--- config.mk ---
export PLATFORM = sky130hd
export DESIGN_NAME = lane_join_top
export DESIGN_NICKNAME = d
export VERILOG_FILES = /design/src/verilog/lane_join_pkg.sv /design/src/verilog/beat_slice.sv /design/src/verilog/lane_fence.sv /design/src/verilog/lane_fifo.sv /design/src/verilog/lane_join_top.sv
export SDC_FILE = /design/constraint.sdc
export NUM_CORES = 1
export LEC_CHECK = 0
export BUFFER_PORTS_ARGS = -buffer_cell sky130_fd_sc_hd__buf_2
export CORE_MARGIN = 3
export CORE_UTILIZATION = 43
export CTS_CLUSTER_SIZE = 8
export DETAILED_ROUTE_END_ITERATION = 6
export GPL_ROUTABILITY_DRIVEN = 0
export GPL_TIMING_DRIVEN = 0
export HOLD_SLACK_MARGIN = 0.03
export PLACE_DENSITY = 0.65
export SLEW_MARGIN = 40
export SYNTH_ARGS = -nofsm -noshare
export SYNTH_HDL_FRONTEND = slang
export SYNTH_SLANG_ARGS = --single-unit
--- constraint.sdc ---
create_clock -name clk_i -period 43.9 [get_ports clk_i]
set_clock_uncertainty 0.2 [all_clocks]
set_input_delay 6.585 -clock clk_i [delete_from_list [all_inputs] [get_ports clk_i]]
set_output_delay 6.585 -clock clk_i [all_outputs]
set_load 0.005 [all_outputs]
--- src/verilog/lane_join_pkg.sv ---
/*
  Shared widths, depths and beat types of the lane joiner.
  Lane streams carry lane_beat_t, the joined output carries wide_beat_t.
  Modules pull these in by a wildcard import in their body.
*/
`default_nettype none

package lane_join_pkg;

  // number of memory bank lanes that make up one wide operand
  localparam int unsigned NUM_LANES = 4;

  // data bits carried by one lane word
  localparam int unsigned LANE_WIDTH = 32;

  // one strobe bit per byte of a lane word
  localparam int unsigned LANE_STRB = LANE_WIDTH / 8;

  // words buffered per lane before its ready drops
  localparam int unsigned FIFO_DEPTH = 4;

  // one word as returned by a single bank port
  typedef struct packed {
    logic [LANE_WIDTH-1:0] data;
    logic [LANE_STRB-1:0]  strb;
  } lane_beat_t;

  // the joined beat, lane 0 sits in the least significant slot of both fields
  typedef struct packed {
    logic [NUM_LANES-1:0][LANE_WIDTH-1:0] data;
    logic [NUM_LANES-1:0][LANE_STRB-1:0]  strb;
  } wide_beat_t;

endpackage

`default_nettype wire

--- src/verilog/beat_slice.sv ---
/*
  Full-throughput register slice for a valid/ready stream.
  Both the forward path and the input ready come from flops; a skid
  entry absorbs the one beat that slips in after the output stalls.
*/
`default_nettype none
`timescale 1ns/10ps

module beat_slice #(
  parameter type beat_t = lane_join_pkg::wide_beat_t
) (
  input  logic  clk_i,
  input  logic  rst_ni,
  input  logic  clear_i,
  input  logic  in_valid_i,
  output logic  in_ready_o,
  input  beat_t in_beat_i,
  output logic  out_valid_o,
  input  logic  out_ready_i,
  output beat_t out_beat_o
);

  logic  main_valid_q;
  logic  skid_valid_q;
  beat_t main_beat_q;
  beat_t skid_beat_q;
  logic  in_fire;
  logic  main_free;

  // skid full means the upstream must wait, and this is a flop output
  assign in_ready_o = ~skid_valid_q;
  assign in_fire    = in_valid_i & in_ready_o;
  // main can take a beat when empty or being drained this cycle
  assign main_free  = ~main_valid_q | out_ready_i;

  always_ff @(posedge clk_i or negedge rst_ni)
  begin
    if (!rst_ni)
    begin
      main_valid_q <= 1'b0;
      skid_valid_q <= 1'b0;
    end
    else if (clear_i)
    begin
      main_valid_q <= 1'b0;
      skid_valid_q <= 1'b0;
    end
    else if (main_free)
    begin
      // the skid entry is older, so it goes first
      main_valid_q <= skid_valid_q | in_fire;
      skid_valid_q <= 1'b0;
    end
    else if (in_fire)
      skid_valid_q <= 1'b1;
  end

  always_ff @(posedge clk_i)
  begin
    if (main_free)
      main_beat_q <= skid_valid_q ? skid_beat_q : in_beat_i;
    else if (in_fire)
      skid_beat_q <= in_beat_i;
  end

  assign out_valid_o = main_valid_q;
  assign out_beat_o  = main_beat_q;

endmodule

`default_nettype wire

--- src/verilog/lane_fence.sv ---
/*
  Synchronizes NUM_LANES valid/ready streams into one joint handshake.
  A lane that shows up before the others is captured and held, and all
  lanes are released together once each is live or held.
*/
`default_nettype none
`timescale 1ns/10ps

module lane_fence #(
  parameter type beat_t = lane_join_pkg::lane_beat_t
) (
  input  logic                                  clk_i,
  input  logic                                  rst_ni,
  input  logic                                  clear_i,
  input  logic [lane_join_pkg::NUM_LANES-1:0]   in_valid_i,
  output logic [lane_join_pkg::NUM_LANES-1:0]   in_ready_o,
  input  beat_t [lane_join_pkg::NUM_LANES-1:0]  in_beat_i,
  output logic                                  out_valid_o,
  input  logic [lane_join_pkg::NUM_LANES-1:0]   out_ready_i,
  output beat_t [lane_join_pkg::NUM_LANES-1:0]  out_beat_o
);

  import lane_join_pkg::*;

  logic  [NUM_LANES-1:0] hold_q;
  logic  [NUM_LANES-1:0] hold_d;
  logic  [NUM_LANES-1:0] capture;
  beat_t [NUM_LANES-1:0] hold_beat_q;
  logic                  all_present;

  // every lane either has a live word or already parked one
  assign all_present = &(in_valid_i | hold_q);
  assign out_valid_o = all_present;

  always_comb
  begin
    for (int k = 0; k < NUM_LANES; k++)
    begin
      // a held lane takes nothing more until the joint transfer
      in_ready_o[k] = out_ready_i[k] & ~hold_q[k];

      // an early lane is parked only when its FIFO really hands the word
      // over, otherwise the same word would be taken twice
      capture[k] = ~all_present & in_valid_i[k] & in_ready_o[k];

      if (all_present)
        hold_d[k] = hold_q[k] & ~out_ready_i[k];
      else
        hold_d[k] = hold_q[k] | capture[k];

      out_beat_o[k] = hold_q[k] ? hold_beat_q[k] : in_beat_i[k];
    end
  end

  always_ff @(posedge clk_i or negedge rst_ni)
  begin
    if (!rst_ni)
      hold_q <= '0;
    else if (clear_i)
      hold_q <= '0;
    else
      hold_q <= hold_d;
  end

  // parked words, valid only under their hold flag
  always_ff @(posedge clk_i)
  begin
    for (int k = 0; k < NUM_LANES; k++)
    begin
      if (capture[k])
        hold_beat_q[k] <= in_beat_i[k];
    end
  end

endmodule

`default_nettype wire

--- src/verilog/lane_fifo.sv ---
/*
  Per-lane buffer between a bank port and the fence.
  A circular buffer feeds a registered output stage, so a word written
  in one cycle shows at the output in the next one. clear_i empties it.
*/
`default_nettype none
`timescale 1ns/10ps

module lane_fifo #(
  parameter type beat_t = lane_join_pkg::lane_beat_t
) (
  input  logic  clk_i,
  input  logic  rst_ni,
  input  logic  clear_i,
  input  logic  in_valid_i,
  output logic  in_ready_o,
  input  beat_t in_beat_i,
  output logic  out_valid_o,
  input  logic  out_ready_i,
  output beat_t out_beat_o
);

  import lane_join_pkg::*;

  typedef logic [$clog2(FIFO_DEPTH)-1:0]   ptr_t;
  typedef logic [$clog2(FIFO_DEPTH+1)-1:0] cnt_t;

  beat_t mem_q [FIFO_DEPTH];
  ptr_t  wr_ptr_q;
  ptr_t  rd_ptr_q;
  cnt_t  cnt_q;
  logic  out_valid_q;
  beat_t out_beat_q;

  logic push;
  logic pop;
  logic load_out;
  logic mem_to_out;
  logic push_to_out;
  logic push_to_mem;

  // ready depends on stored state only, so a full buffer refuses a write
  // even when the output is read in the same cycle
  assign in_ready_o = (cnt_q != cnt_t'(FIFO_DEPTH));
  assign push       = in_valid_i & in_ready_o;
  assign pop        = out_valid_q & out_ready_i;

  // the output stage takes a new word when it is empty or being read
  assign load_out    = ~out_valid_q | pop;
  assign mem_to_out  = load_out & (cnt_q != '0);
  // with an empty buffer the incoming word skips straight to the output
  assign push_to_out = load_out & (cnt_q == '0) & push;
  assign push_to_mem = push & ~push_to_out;

  always_ff @(posedge clk_i or negedge rst_ni)
  begin
    if (!rst_ni)
    begin
      wr_ptr_q    <= '0;
      rd_ptr_q    <= '0;
      cnt_q       <= '0;
      out_valid_q <= 1'b0;
    end
    else if (clear_i)
    begin
      wr_ptr_q    <= '0;
      rd_ptr_q    <= '0;
      cnt_q       <= '0;
      out_valid_q <= 1'b0;
    end
    else
    begin
      if (push_to_mem)
        wr_ptr_q <= (wr_ptr_q == ptr_t'(FIFO_DEPTH-1)) ? '0 : wr_ptr_q + ptr_t'(1);
      if (mem_to_out)
        rd_ptr_q <= (rd_ptr_q == ptr_t'(FIFO_DEPTH-1)) ? '0 : rd_ptr_q + ptr_t'(1);
      cnt_q <= cnt_q + cnt_t'(push_to_mem) - cnt_t'(mem_to_out);
      if (load_out)
        out_valid_q <= mem_to_out | push_to_out;
    end
  end

  // storage and output word carry payload only
  always_ff @(posedge clk_i)
  begin
    if (push_to_mem)
      mem_q[wr_ptr_q] <= in_beat_i;
    if (mem_to_out)
      out_beat_q <= mem_q[rd_ptr_q];
    else if (push_to_out)
      out_beat_q <= in_beat_i;
  end

  assign out_valid_o = out_valid_q;
  assign out_beat_o  = out_beat_q;

endmodule

`default_nettype wire

--- src/verilog/lane_join_top.sv ---
/*
  Joins NUM_LANES bank word streams into one wide beat.
  Each lane is buffered, the fence lines the lanes up, and the joined
  beat leaves through a register slice. clear_i flushes every stage.
*/
`default_nettype none
`timescale 1ns/10ps

module lane_join_top (
  input  logic                                              clk_i,
  input  logic                                              rst_ni,
  input  logic                                              clear_i,
  input  logic [lane_join_pkg::NUM_LANES-1:0]               lane_valid_i,
  output logic [lane_join_pkg::NUM_LANES-1:0]               lane_ready_o,
  input  lane_join_pkg::lane_beat_t [lane_join_pkg::NUM_LANES-1:0] lane_beat_i,
  output logic                                              wide_valid_o,
  input  logic                                              wide_ready_i,
  output lane_join_pkg::wide_beat_t                         wide_beat_o
);

  import lane_join_pkg::*;

  logic       [NUM_LANES-1:0] fifo_valid;
  logic       [NUM_LANES-1:0] fifo_ready;
  lane_beat_t [NUM_LANES-1:0] fifo_beat;
  logic                       fence_valid;
  logic       [NUM_LANES-1:0] fence_ready;
  lane_beat_t [NUM_LANES-1:0] fence_beat;
  wide_beat_t                 joined_beat;
  logic                       slice_ready;

  // one buffer per bank port, so a slow bank does not stall the others
  for (genvar k = 0; k < NUM_LANES; k++)
  begin : g_lane
    lane_fifo #(
      .beat_t (lane_beat_t)
    ) i_lane_fifo (
      .clk_i       (clk_i),
      .rst_ni      (rst_ni),
      .clear_i     (clear_i),
      .in_valid_i  (lane_valid_i[k]),
      .in_ready_o  (lane_ready_o[k]),
      .in_beat_i   (lane_beat_i[k]),
      .out_valid_o (fifo_valid[k]),
      .out_ready_i (fifo_ready[k]),
      .out_beat_o  (fifo_beat[k])
    );
  end

  lane_fence #(
    .beat_t (lane_beat_t)
  ) i_lane_fence (
    .clk_i       (clk_i),
    .rst_ni      (rst_ni),
    .clear_i     (clear_i),
    .in_valid_i  (fifo_valid),
    .in_ready_o  (fifo_ready),
    .in_beat_i   (fifo_beat),
    .out_valid_o (fence_valid),
    .out_ready_i (fence_ready),
    .out_beat_o  (fence_beat)
  );

  // all fenced lanes move as one beat, so they share the slice ready
  assign fence_ready = {NUM_LANES{slice_ready}};

  always_comb
  begin
    for (int k = 0; k < NUM_LANES; k++)
    begin
      joined_beat.data[k] = fence_beat[k].data;
      joined_beat.strb[k] = fence_beat[k].strb;
    end
  end

  beat_slice #(
    .beat_t (wide_beat_t)
  ) i_beat_slice (
    .clk_i       (clk_i),
    .rst_ni      (rst_ni),
    .clear_i     (clear_i),
    .in_valid_i  (fence_valid),
    .in_ready_o  (slice_ready),
    .in_beat_i   (joined_beat),
    .out_valid_o (wide_valid_o),
    .out_ready_i (wide_ready_i),
    .out_beat_o  (wide_beat_o)
  );

endmodule

`default_nettype wire
* After elaboration in Yosys (flattened, before gate mapping) *
Memory sizes are Yosys's and may differ from the RTL's.
Index checks and enable logic that the tools add are counted.

storage, ports and cells
  memories kept = 4
  bits of input ports = 152
  register bits = 614
  RAM bits = 576
  output and inout port bits = 149

cells by class
  bitwise operators = 72
  eq/ne operators = 12
  $add $sub $neg = 16
  multiplexer cells = 67
  reductions and logical operators = 28

memory list
  name                         words  width  rd ports  clocked after Yosys merged registers in  write ports  RTL line         RTL
  g_lane[0].i_lane_fifo.mem_q  4      36     1         0                                        1            lane_fifo.sv:28  beat_t mem_q [FIFO_DEPTH];
  g_lane[1].i_lane_fifo.mem_q  4      36     1         0                                        1            lane_fifo.sv:28
  g_lane[2].i_lane_fifo.mem_q  4      36     1         0                                        1            lane_fifo.sv:28
  g_lane[3].i_lane_fifo.mem_q  4      36     1         0                                        1            lane_fifo.sv:28

operators by type and width
  operator                                     number
  2-to-1 mux 36 bit                            12
  2-to-1 mux 144 bit                           1
  2-to-1 mux 2 bit                             24
  AND 1 bit                                    41
  nonzero test 2 bit                           17
  2-to-1 mux 1 bit                             25
  adder 2 x 1 -> 2 bit, second input constant  8
  equality test 2 bit, second input constant   8
  inverter 1 bit                               16
  nonzero test 3 bit                           5
  bitwise OR 1 bit                             14
  adder 3 x 1 -> 3 bit                         4
  logical NOT 3 bit                            4
  2-to-1 mux 3 bit                             4
  != test 3 bit, second input constant         4
  subtractor 3 x 1 -> 3 bit                    4
  2-to-1 mux 4 bit                             1
  bitwise OR 4 bit                             1
  AND reduction 4 bit                          1
  AND reduction 2 bit                          1

* Longest topological paths before layout *
Gate-level depths: netlist of run 1.

  depth in word-level cells = 11
  mapped depth = 11
  depth with buffers taken out = 8

* Cells and area by module *
From an unflattened synthesis of run 1, not the netlist that was laid out.

second synthesis, totals
  cells, all modules = 2063
  area, all modules = 45944.1 um2

by module, submodules not included
  module                                 cells an instance  area each (um2)  times used  sequential area each (um2)
  lane_fifo (g_lane[0].i_lane_fifo ...)  319                7290.7           2           5605.4
  beat_slice                             456                10525.1          1           8698.3
  lane_fifo (g_lane[3].i_lane_fifo)      318                7269.5           1           5605.4
  lane_fifo (g_lane[2].i_lane_fifo)      318                7228.2           1           5605.4
  lane_fence                             333                6339.8           1           4424.2

* Least setup slack after synthesis of run 1 *
No wires, ideal clock.

  path kind = input-to-reg
  start = input port wide_ready_i
  end = register i_beat_slice.skid_beat_q[0] in the netlist's numbering (enable)
  buffers on the path = 0
  stages = 2
  data arrival time = 20.576 ns
  path slack = 22.271 ns
  library setup time = 0.853 ns
  cells stage by stage = nand2b_1 nor3b_1

between the ends
  longest elaborated chain between the ends = 3

ends and longest elaborated chain
  item                           RTL line             RTL
  from (decl)                    lane_join_top.sv:17  input logic wide_ready_i,
  bitwise OR 1 bit               beat_slice.sv:34     assign main_free = ~main_valid_q | out_ready_i;
  inverter 1 bit (no line)       -
  AND reduction 2 bit (no line)  -
  to (signal assigned)           beat_slice.sv:63     skid_beat_q <= in_beat_i;
  to (decl)                      beat_slice.sv:26     beat_t skid_beat_q;

No other way between the ends.
A chain may end at the register's enable or synchronous reset.

* Worst setup path in the final report of run 1 *
  start = input port wide_ready_i
  end = register i_beat_slice.skid_beat_q[29] in the netlist's numbering (enable)

The elaborated chain is that of the path after synthesis.

==> results of run 1 <==
layout make-up:
cell class,count,share of cell area (%)
diodes,16,0.0733
clock buffers,198,7.94
well taps,1380,3.16
clock inverters,13,0.380
inverters,23,0.158
multi-input cells,762,17.6
repair buffers,384,4.53
flip-flops and latches,1190,65.1
plain buffers,90,1.09
state kept, by name, summed over array words and instances, names as in the netlist, 8 cells and up:
name	flops
g_lane.i_lane_fifo.mem_q	576
g_lane.i_lane_fifo.out_beat_o	144
i_beat_slice.out_beat_o	144
i_beat_slice.skid_beat_q	144
i_lane_fence.hold_beat_q	144
g_lane.i_lane_fifo.cnt_q	12
g_lane.i_lane_fifo.rd_ptr_q	8
g_lane.i_lane_fifo.wr_ptr_q	8
synthesized netlist by cell type (2+ instances only):
| cell | instances | share of area [%] |
|---|---|---|
| edfxtp_1 | 1152 | 76 |
| mux2_2 | 412 | 10 |
| mux4_2 | 137 | 6.7 |
| buf_2 | 42 | 0.46 |
| dfrtp_1 | 38 | 2.1 |
| nor2_1 | 29 | 0.24 |
| ha_1 | 23 | 0.63 |
| mux2_1 | 22 | 0.54 |
| inv_1 | 21 | 0.17 |
| buf_6 | 20 | 0.49 |
| a21oi_1 | 16 | 0.18 |
| and2_1 | 16 | 0.22 |
| clkbuf_1 | 11 | 0.090 |
| nor3_1 | 11 | 0.12 |
| o21ai_0 | 11 | 0.12 |
| nand2b_1 | 9 | 0.12 |
| buf_4 | 8 | 0.13 |
| nand2_1 | 8 | 0.066 |
| nor3b_1 | 8 | 0.13 |
| buf_1 | 7 | 0.057 |
| mux4_1 | 7 | 0.40 |
| fa_1 | 4 | 0.18 |
| mux2i_1 | 4 | 0.088 |
| nand3_1 | 4 | 0.044 |
| nor2b_1 | 4 | 0.055 |
| o21a_1 | 4 | 0.066 |
| or3_1 | 4 | 0.055 |
| or4_1 | 4 | 0.066 |
| xnor2_1 | 4 | 0.077 |
| xor2_1 | 4 | 0.077 |
| a211oi_2 | 3 | 0.082 |
| buf_8 | 2 | 0.066 |
| inv_2 | 2 | 0.016 |
| mux2_4 | 2 | 0.066 |
| o21ai_1 | 2 | 0.022 |
cells by family (layout without fill, tap and decap cells):
logic type                 count (synthesis)  after routing
buffers and inverters                    113            708
xor gates and xnor gates                   8              8
DFF                                     1190           1190
and+or+nand+nor                          100            100
other                                      0             16
muxes                                    584            584
adders and majority gates                 27             27
AOI/OAI and AO/OA                         43             43
worst max-delay path: stages:
cell and delay [ns]:
buf_2 0.10, nand2b_4 0.34, buf_12 0.28, nor3b_2 0.56
buf_2 0.34, buf_2 0.26, buf_4 0.21, buf_4 0.18
buf_2 0.23, buf_4 0.20
metal layers:
layer | vias up | global-route usage [%]
met4 | 10 | 6.45
li1 | 9470 | -
met2 | 614 | 29.6
met1 | 11400 | 23.7
met5 | - | 0
met3 | 181 | 4.78
stage by stage:
stage                     setup WS [ns]  util, %  hold slack (ns)
after floorplan                   22.27        -            0.222
final                             34.80     52.3            0.237
after detailed placement          34.03     47.9            0.230
after global placement            -4.86     46.8            0.227
after global routing              34.64     52.2            0.247
after CTS                         34.82     52.2            0.240
path summary, 6_finish.rpt:
check                                               endpoint                                 start
setup / recovery                i_beat_slice.skid_beat_q[29]                          wide_ready_i
hold / removal                 i_lane_fence.hold_beat_q[103]  g_lane[2].i_lane_fifo.out_beat_o[31]
setup reg to reg                i_beat_slice.skid_beat_q[29]                i_lane_fence.hold_q[0]
hold reg to reg                i_lane_fence.hold_beat_q[103]  g_lane[2].i_lane_fifo.out_beat_o[31]
max in group asynchronous             i_lane_fence.hold_q[2]                                rst_ni
min in group asynchronous  g_lane[1].i_lane_fifo.wr_ptr_q[1]                                rst_ni
where the power goes:
part	internal [mW]	switching, mW
Clock	0.688	0.452
Sequential	1.63	0.0951
Combinational	0.470	0.437
Total	2.79	0.984
==> qor.yml, run 1 <==
flow_run:
  maxCapViolations: 0
clock_tree:
  worstSkewPairLatency_ns: 0.75
  cts_max_path_buffers: 3
  cts_buffers: 167
  path_clk_slew_ns: 0.05
  cts_setup_buffers: 0
  cts-resized-gates: 0
  htreeDepth: 4
  cts_tree: "built"
  hold_buffers: 0
  clock_sinks: 1190
  root_buffer: "clkbuf_16"
placement:
  dpl-instance-area_mm2: 0.0500
  io_buffers: 299
  place_inst: 3829
  dp_hpwl_um: 64500
floorplan:
  start_util_pct: 43.7
  die_w_um: 332
  die_height_um: 332
  row_count: 118
  die-area_mm2: 0.110
  core_area_mm2: 0.105
  boundaryPins: 301
logic_synthesis:
  yosys_warnings: 0
  synth-compound-area-share_pct: 0.643
  synth-xor-area-share_pct: 0.153
  synth_simple_gate_area_share_pct: 1.18
  syn_nets: 2244
  yosys-mux-area-fraction_pct: 18.0
  yosysSeqAreaShare_pct: 77.7
  synthAdderAreaFrac_pct: 0.805
  synth_ff_type: "edfxtp_1"
  mappedNetlistArea_mm2: 0.0457
  synth_cell_type_count: 45
  ys_ff_latch: 1190
  synth-edff-count: 1152
  async_flop_share_pct: 3.19
  synth_top_family_by_area: "multiplexers"
  syn_area_per_cell_um2: 22.1
  synthCells: 2065
drt:
  top_layer_used: "met5"
  drc: 0
  met1Wirelength_um: 41900
  drtIter0Drc: 1468
  routed_wl_um: 98900
  routed_via_density: 5.35
  wire_per_inst_um: 24.4
  dr_wl_met2_um: 48400
  num_vias: 21700
  ant_nets: 0
  firstDrtPassIters: 5
  dr_wl_met3_um: 6010
hold_path:
  holdPathStages: 0
  min_path_type: "reg2reg"
layout:
  layout_common_cells: "1,152 x edfxtp_1, 412 x mux2_2, 362 x buf_2"
  final_common_cell: "edfxtp_1"
  drive_above_1_share_pct: 46.3
  final_area_mm2: 0.0546
  nNetsFinal: 2797
  instances_no_fill: 4056
  fillers: 8190
  register_area_mm2: 0.0355
  syn2layout_area_growth_pct: 19.5
  multi_input_area_mm2: 0.00962
grt:
  grt_max_degree: 39
  grt_use_total_pct: 18.2
  grt_pass1_wl_um: 151000
  grt_pass1_vias: 23700
  grt_antenna_before_repair: 25
  grt-ovfl-total: 0
worst_setup_path:
  crit_path_start_kind: "primary input"
  crit_type: "in2reg"
  arrival_ns: 9.35
  crit_path_max_fanout: 31
  crit_required_ns: 44.14
  cp-end-kind: "flop"
  r2r_setup_slack_ns: 39.83
  rr_worst_depth: 10
sta:
  fin_tns_setup_ns: 0
  period_minus_slack_ns: 9.10
  max_freq_mhz: 110
  finalSetupViolations: 0
  post-route-period-util_pct: 20.7
  rsz0062_at_grt: "no"
  slew_violations: 0
  relSlewSlack_pct: 48.2
  worst_pin_slew_ns: 0.776
  final_hold_viol_count: 0
power:
  ir_drop_mv: 0.0380
  leakage_nw: 18.9
  power_mw: 3.77
  p_per_area_mw_per_mm2: 69.0
run_status:
  status: "finished, final reports clean"
Note: power is estimated with default switching activity, not from simulation.
==> inputs of run 2 (changes only) <==
- clock period: 43.9 -> 9.3 ns (I/O delays scaled with it)
==> qor.yml, run 2 (synthesis results as in run 1) <==
grt:
  grt-ovfl-total: 0
  grt_pass1_vias: 23500
  met3_usage_pct: 4.71
  top_usage_layer: "met2"
  grt_max_degree: 40
  grt_antenna_before_repair: 27
  grt_use_total_pct: 18.4
  grt_use_met1_pct: 23.9
  grt_pass1_wl_um: 151000
  grt_use_met2_pct: 30.1
power:
  p_per_area_mw_per_mm2: 327
  ir_drop_mv: 0.176
  leakage_nw: 18.9
placement:
  io_buffers: 299
  pre_cts_slack_ns: 5.47
  dp_hpwl_um: 66100
  place_inst: 3823
worst_setup_path:
  crit_chain: "nor3b_1 > inv_1 > buf_4 > buf_2"
  r2r_setup_slack_ns: 5.98
  crit_required_ns: 7.71
  crit_type: "reg2out"
  arrival_ns: 2.08
  crit_path_start_kind: "flop"
  r2r-start: "i_lane_fence.hold_q[0]"
  reg2reg_to: "i_beat_slice.skid_beat_q[33]"
  endpoint: "lane_ready_o[0]"
  rr_worst_depth: 9
  startpoint: "g_lane[0].i_lane_fifo.cnt_q[1]"
  cp-end-kind: "output port"
  crit_path_max_fanout: 5
  slowest_delay_ns: 0.44
  cp_slowest_cell: "dfrtp_1"
floorplan:
  die-area_mm2: 0.110
  start_util_pct: 43.7
  row_count: 118
  die_w_um: 332
  die_height_um: 332
  core_area_mm2: 0.105
  boundaryPins: 301
clock_tree:
  cts_tree: "built"
  path_clk_slew_ns: 0.05
  cts_setup_buffers: 0
  worstSkewPairLatency_ns: 0.75
  cts-resized-gates: 0
  hold_buffers: 0
  cts_max_path_buffers: 3
  root_buffer: "clkbuf_16"
  htreeDepth: 4
  cts_buffers: 167
  clock_sinks: 1190
drt:
  drtIter0Drc: 1696
  drc: 0
  routed_wl_um: 100000
  ant_nets: 0
  firstDrtPassIters: 5
  routed_via_density: 5.30
  num_vias: 21500
  wire_per_inst_um: 24.7
layout:
  fillers: 8154
  syn2layout_area_growth_pct: 19.6
  top_register: "g_lane.i_lane_fifo.mem_q"
  nNetsFinal: 2791
  layout_common_cells: "1,152 x edfxtp_1, 412 x mux2_2, 355 x buf_2"
  drive_above_1_share_pct: 46.0
  final_common_cell: "edfxtp_1"
  instances_no_fill: 4061
  largest_reg_flops: 576
sta:
  slew_violations: 0
  relSlewSlack_pct: 47.1
  fin_ws_ns: 5.63
  finalSetupViolations: 0
  max_freq_mhz: 272
  final_hold_viol_count: 0
  period_minus_slack_ns: 3.67
  rsz0062_at_grt: "no"
  worst_pin_slew_ns: 0.793
  post-route-period-util_pct: 39.5
hold_path:
  holdPathStages: 0
  min_path_type: "reg2reg"
flow_run:
  maxCapViolations: 0
run_status:
  status: "finished, final reports clean"
==> run 2: changes by cell type in the layout (fill, tap and decap cells not counted), moves of 2 or more <==
cell      before  now
buf_16         6    4
buf_2        362  355
buf_4         43   33
buf_6         20   28
buf_8          5   10
clkbuf_1      36   46
==> run 2: power breakdown <==
part,internal [mW],switching (mW)
clock network,3.27,2.14
logic,2.22,2.09
registers,7.69,0.456
total,13.2,4.68
==> run 2: area by class of cell <==
cell class | instances | area (um2) | area share (%)
diodes | 16 | 40.0 | 0.0732
plain buffers | 90 | 598 | 1.09
multi-input cells | 762 | 9620 | 17.6
flip-flops and latches | 1190 | 35500 | 65.0
clock buffers | 207 | 4350 | 7.96
well taps | 1380 | 1730 | 3.16
repair buffers | 378 | 2470 | 4.53
clock inverters | 15 | 238 | 0.435
inverters | 23 | 86.3 | 0.158
==> run 2: routing by layer <==
| metal | vias up | wire [um] | share of wire (%) |
|---|---|---|---|
| li1 | 9492 | - | - |
| met1 | 11300 | 42000 | 42 |
| met2 | 587 | 49800 | 50 |
| met3 | 163 | 6010 | 6.0 |
| met4 | 16 | 2500 | 2.5 |
| met5 | - | 106 | 0.11 |
==> run 2: through the flow <==
step | power [mW] | utilization, % | area, um2 | setup TNS (ns) | hold WS, ns
floorplan | 10.9 | - | 45700 | 0 | 0.222
finish | 17.9 | 52.3 | 54700 | 0 | 0.239
global route | 18.7 | 52.3 | 54600 | 0 | 0.248
detailed placement | 12.6 | 47.9 | 50100 | 0 | 0.232
CTS | 18.1 | 52.3 | 54600 | 0 | 0.241
global placement | 12.3 | 46.8 | 49000 | -801.89 | 0.227
==> run 2: how the worst min path moves through the flow <==
stage	from	end	slack [ns]
floorplan	g_lane[0].i_lane_fifo.out_beat_o[0]	i_lane_fence.hold_beat_q[0]	0.22
global placement	g_lane[2].i_lane_fifo.out_beat_o[24]	i_lane_fence.hold_beat_q[96]	0.23
detailed placement	g_lane[1].i_lane_fifo.out_beat_o[23]	i_lane_fence.hold_beat_q[59]	0.23
CTS	g_lane[3].i_lane_fifo.out_beat_o[21]	i_lane_fence.hold_beat_q[129]	0.24
global route	g_lane[2].i_lane_fifo.out_beat_o[24]	i_lane_fence.hold_beat_q[96]	0.25
finish	g_lane[2].i_lane_fifo.out_beat_o[24]	i_lane_fence.hold_beat_q[96]	0.24
==> run 2: critical path, delay by kind of cell (launching register included) <==
kind | cells | cell delay (ns)
buffers and inverters | 3 | 0.46
DFF | 1 | 0.44
and+or+nand+nor | 1 | 0.44
==> inputs of run 3 (changes only) <==
- PLACE_DENSITY: 0.65 -> 0.67
- clock period: 9.3 -> 3.3 ns (I/O delays scaled with it)
==> qor.yml, run 3 (synthesis results as in run 1) <==
run_status:
  status: "finished, final reports clean"
clock_tree:
  cts_buffers: 167
  path_clk_slew_ns: 0.05
  cts_tree: "built"
  cts_max_path_buffers: 3
  root_buffer: "clkbuf_16"
  clock_sinks: 1190
  worstSkewPairLatency_ns: 0.74
  htreeDepth: 4
floorplan:
  die_w_um: 332
  start_util_pct: 43.7
  core_area_mm2: 0.105
  die_height_um: 332
  row_count: 118
  die-area_mm2: 0.110
  boundaryPins: 301
layout:
  nNetsFinal: 2927
  drive_above_1_share_pct: 43.5
  register_area_mm2: 0.0355
  top_register: "g_lane.i_lane_fifo.mem_q"
  final_area_mm2: 0.0562
  fillers: 8035
  syn2layout_area_growth_pct: 22.8
  layout_common_cells: "1,152 x edfxtp_1, 412 x mux2_2, 341 x buf_2"
  final_common_cell: "edfxtp_1"
  finish.utilization_pct: 53.7
  multi_input_area_mm2: 0.00966
  largest_reg_flops: 576
sta:
  relSlewSlack_pct: 43.2
  period_minus_slack_ns: 3.16
  final_hold_viol_count: 0
  worst_pin_slew_ns: 0.852
  rsz0062_at_grt: "no"
  hold_ws_ns: 0.168
  finalSetupViolations: 0
  fin_ws_ns: 0.136
  slew_violations: 0
  max_freq_mhz: 316
  post-route-period-util_pct: 95.9
placement:
  io_buffers: 299
  dpl-instance-area_mm2: 0.0501
  dp_hpwl_um: 65100
  pre_cts_slack_ns: -0.277
hold_path:
  min_path_type: "in2async"
drt:
  drc: 0
  firstDrtPassIters: 5
  routed_via_density: 5.28
  routed_wl_um: 99700
  ant_nets: 0
  wire_per_inst_um: 23.9
  num_vias: 22100
  drtIter0Drc: 1333
grt:
  grt_max_degree: 39
  grt_pass1_wl_um: 152000
  grt_use_total_pct: 18.2
  grt_pass1_vias: 24300
  grt_antenna_before_repair: 12
  grt-ovfl-total: 0
worst_setup_path:
  rr_worst_depth: 7
  cp_slowest_cell: "nor3b_4"
  crit_path_start_kind: "flop"
  crit_required_ns: 3.53
  crit_top_cell: "buf_4"
  crit_chain: "buf_6 > inv_2 > buf_2 > o31ai_4 > nor3b_4 > buf_4 > buf_4"
  crit_path_max_fanout: 11
  cp-end-kind: "flop"
  arrival_ns: 3.39
  slowest_delay_ns: 0.59
  crit_type: "reg2reg"
power:
  leakage_nw: 19.4
  p_per_area_mw_per_mm2: 896
  ir_drop_mv: 0.508
flow_run:
  maxCapViolations: 0
[run 3: cell count changes in the layout (fill, tap and decap cells not counted), moves of 3 or more]
cell and delta:
buf_2 -14, buf_4 -6, nor3b_2 -3, nor3b_4 +3, diode_2 -6, buf_6 +7, buf_12 -6, dlygate4sd3_1 +149
clkbuf_1 -11, buf_16 +6
[run 3: routing by layer]
layer	up-vias	wire, um	global-route usage (%)
li1	9737	-	-
met1	11600	42300	24.0
met2	584	50200	30.8
met3	159	5290	3.94
met4	6	1880	4.97
met5	-	28	0
[run 3: report_power, final]
group | switching, mW | leakage [nW] | total (mW) | internal [mW]
Sequential | 1.26 | 11.4 | 22.9 | 21.7
Combinational | 5.88 | 5.88 | 12.3 | 6.39
Clock | 5.97 | 2.21 | 15.1 | 9.13
[run 3: per-stage QoR]
step                power (mW)  setup TNS [ns]  cells
floorplan                 30.8         -375.33   2065
global placement          34.6        -1440.46   3744
detailed placement        35.5          -10.25   3808
CTS                       51.1               0   4170
global route              52.8               0   4174
finish                    50.3               0   4180
[run 3: cell type report]
class	count	share of cell area (%)
multi-input combinational	762	17.2
clock buffer	196	7.71
buffer	90	1.06
inverter	23	0.154
timing repair buffer	514	7.08
tap	1380	3.07
sequential	1190	63.3
antenna	10	0.0446
clock inverter	15	0.383
[run 3: worst paths after layout]
| check | start | endpoint | slack [ns] |
|---|---|---|---|
| max | i_beat_slice.skid_valid_q | i_lane_fence.hold_beat_q[56] | 0.14 |
| min | rst_ni | g_lane[3].i_lane_fifo.cnt_q[1] | 0.17 |
| max reg2reg | i_beat_slice.skid_valid_q | i_lane_fence.hold_beat_q[56] | 0.14 |
| min reg2reg | g_lane[3].i_lane_fifo.out_beat_o[6] | i_lane_fence.hold_beat_q[114] | 0.24 |
| max in group asynchronous | rst_ni | g_lane[0].i_lane_fifo.rd_ptr_q[1] | 2.30 |
| min in group clk_i | wide_ready_i | i_beat_slice.skid_valid_q | 0.19 |
[run 3: what timing repair did]
action                                  4_1_cts  5_1_grt
endpoints found under the setup margin       97       11
buffers inserted                              2        0
hold buffers                                149        0
hold endpoints to repair                    770        0
gates resized for setup                       1        1
pin swaps                                     0        0
[run 3: critical path: cells and delay by family, from the launching register on]
kind,cells,cell delay [ns]
buf+inv,5,1.28
simple gates,1,0.59
flops,1,0.43
compound gates,1,0.31
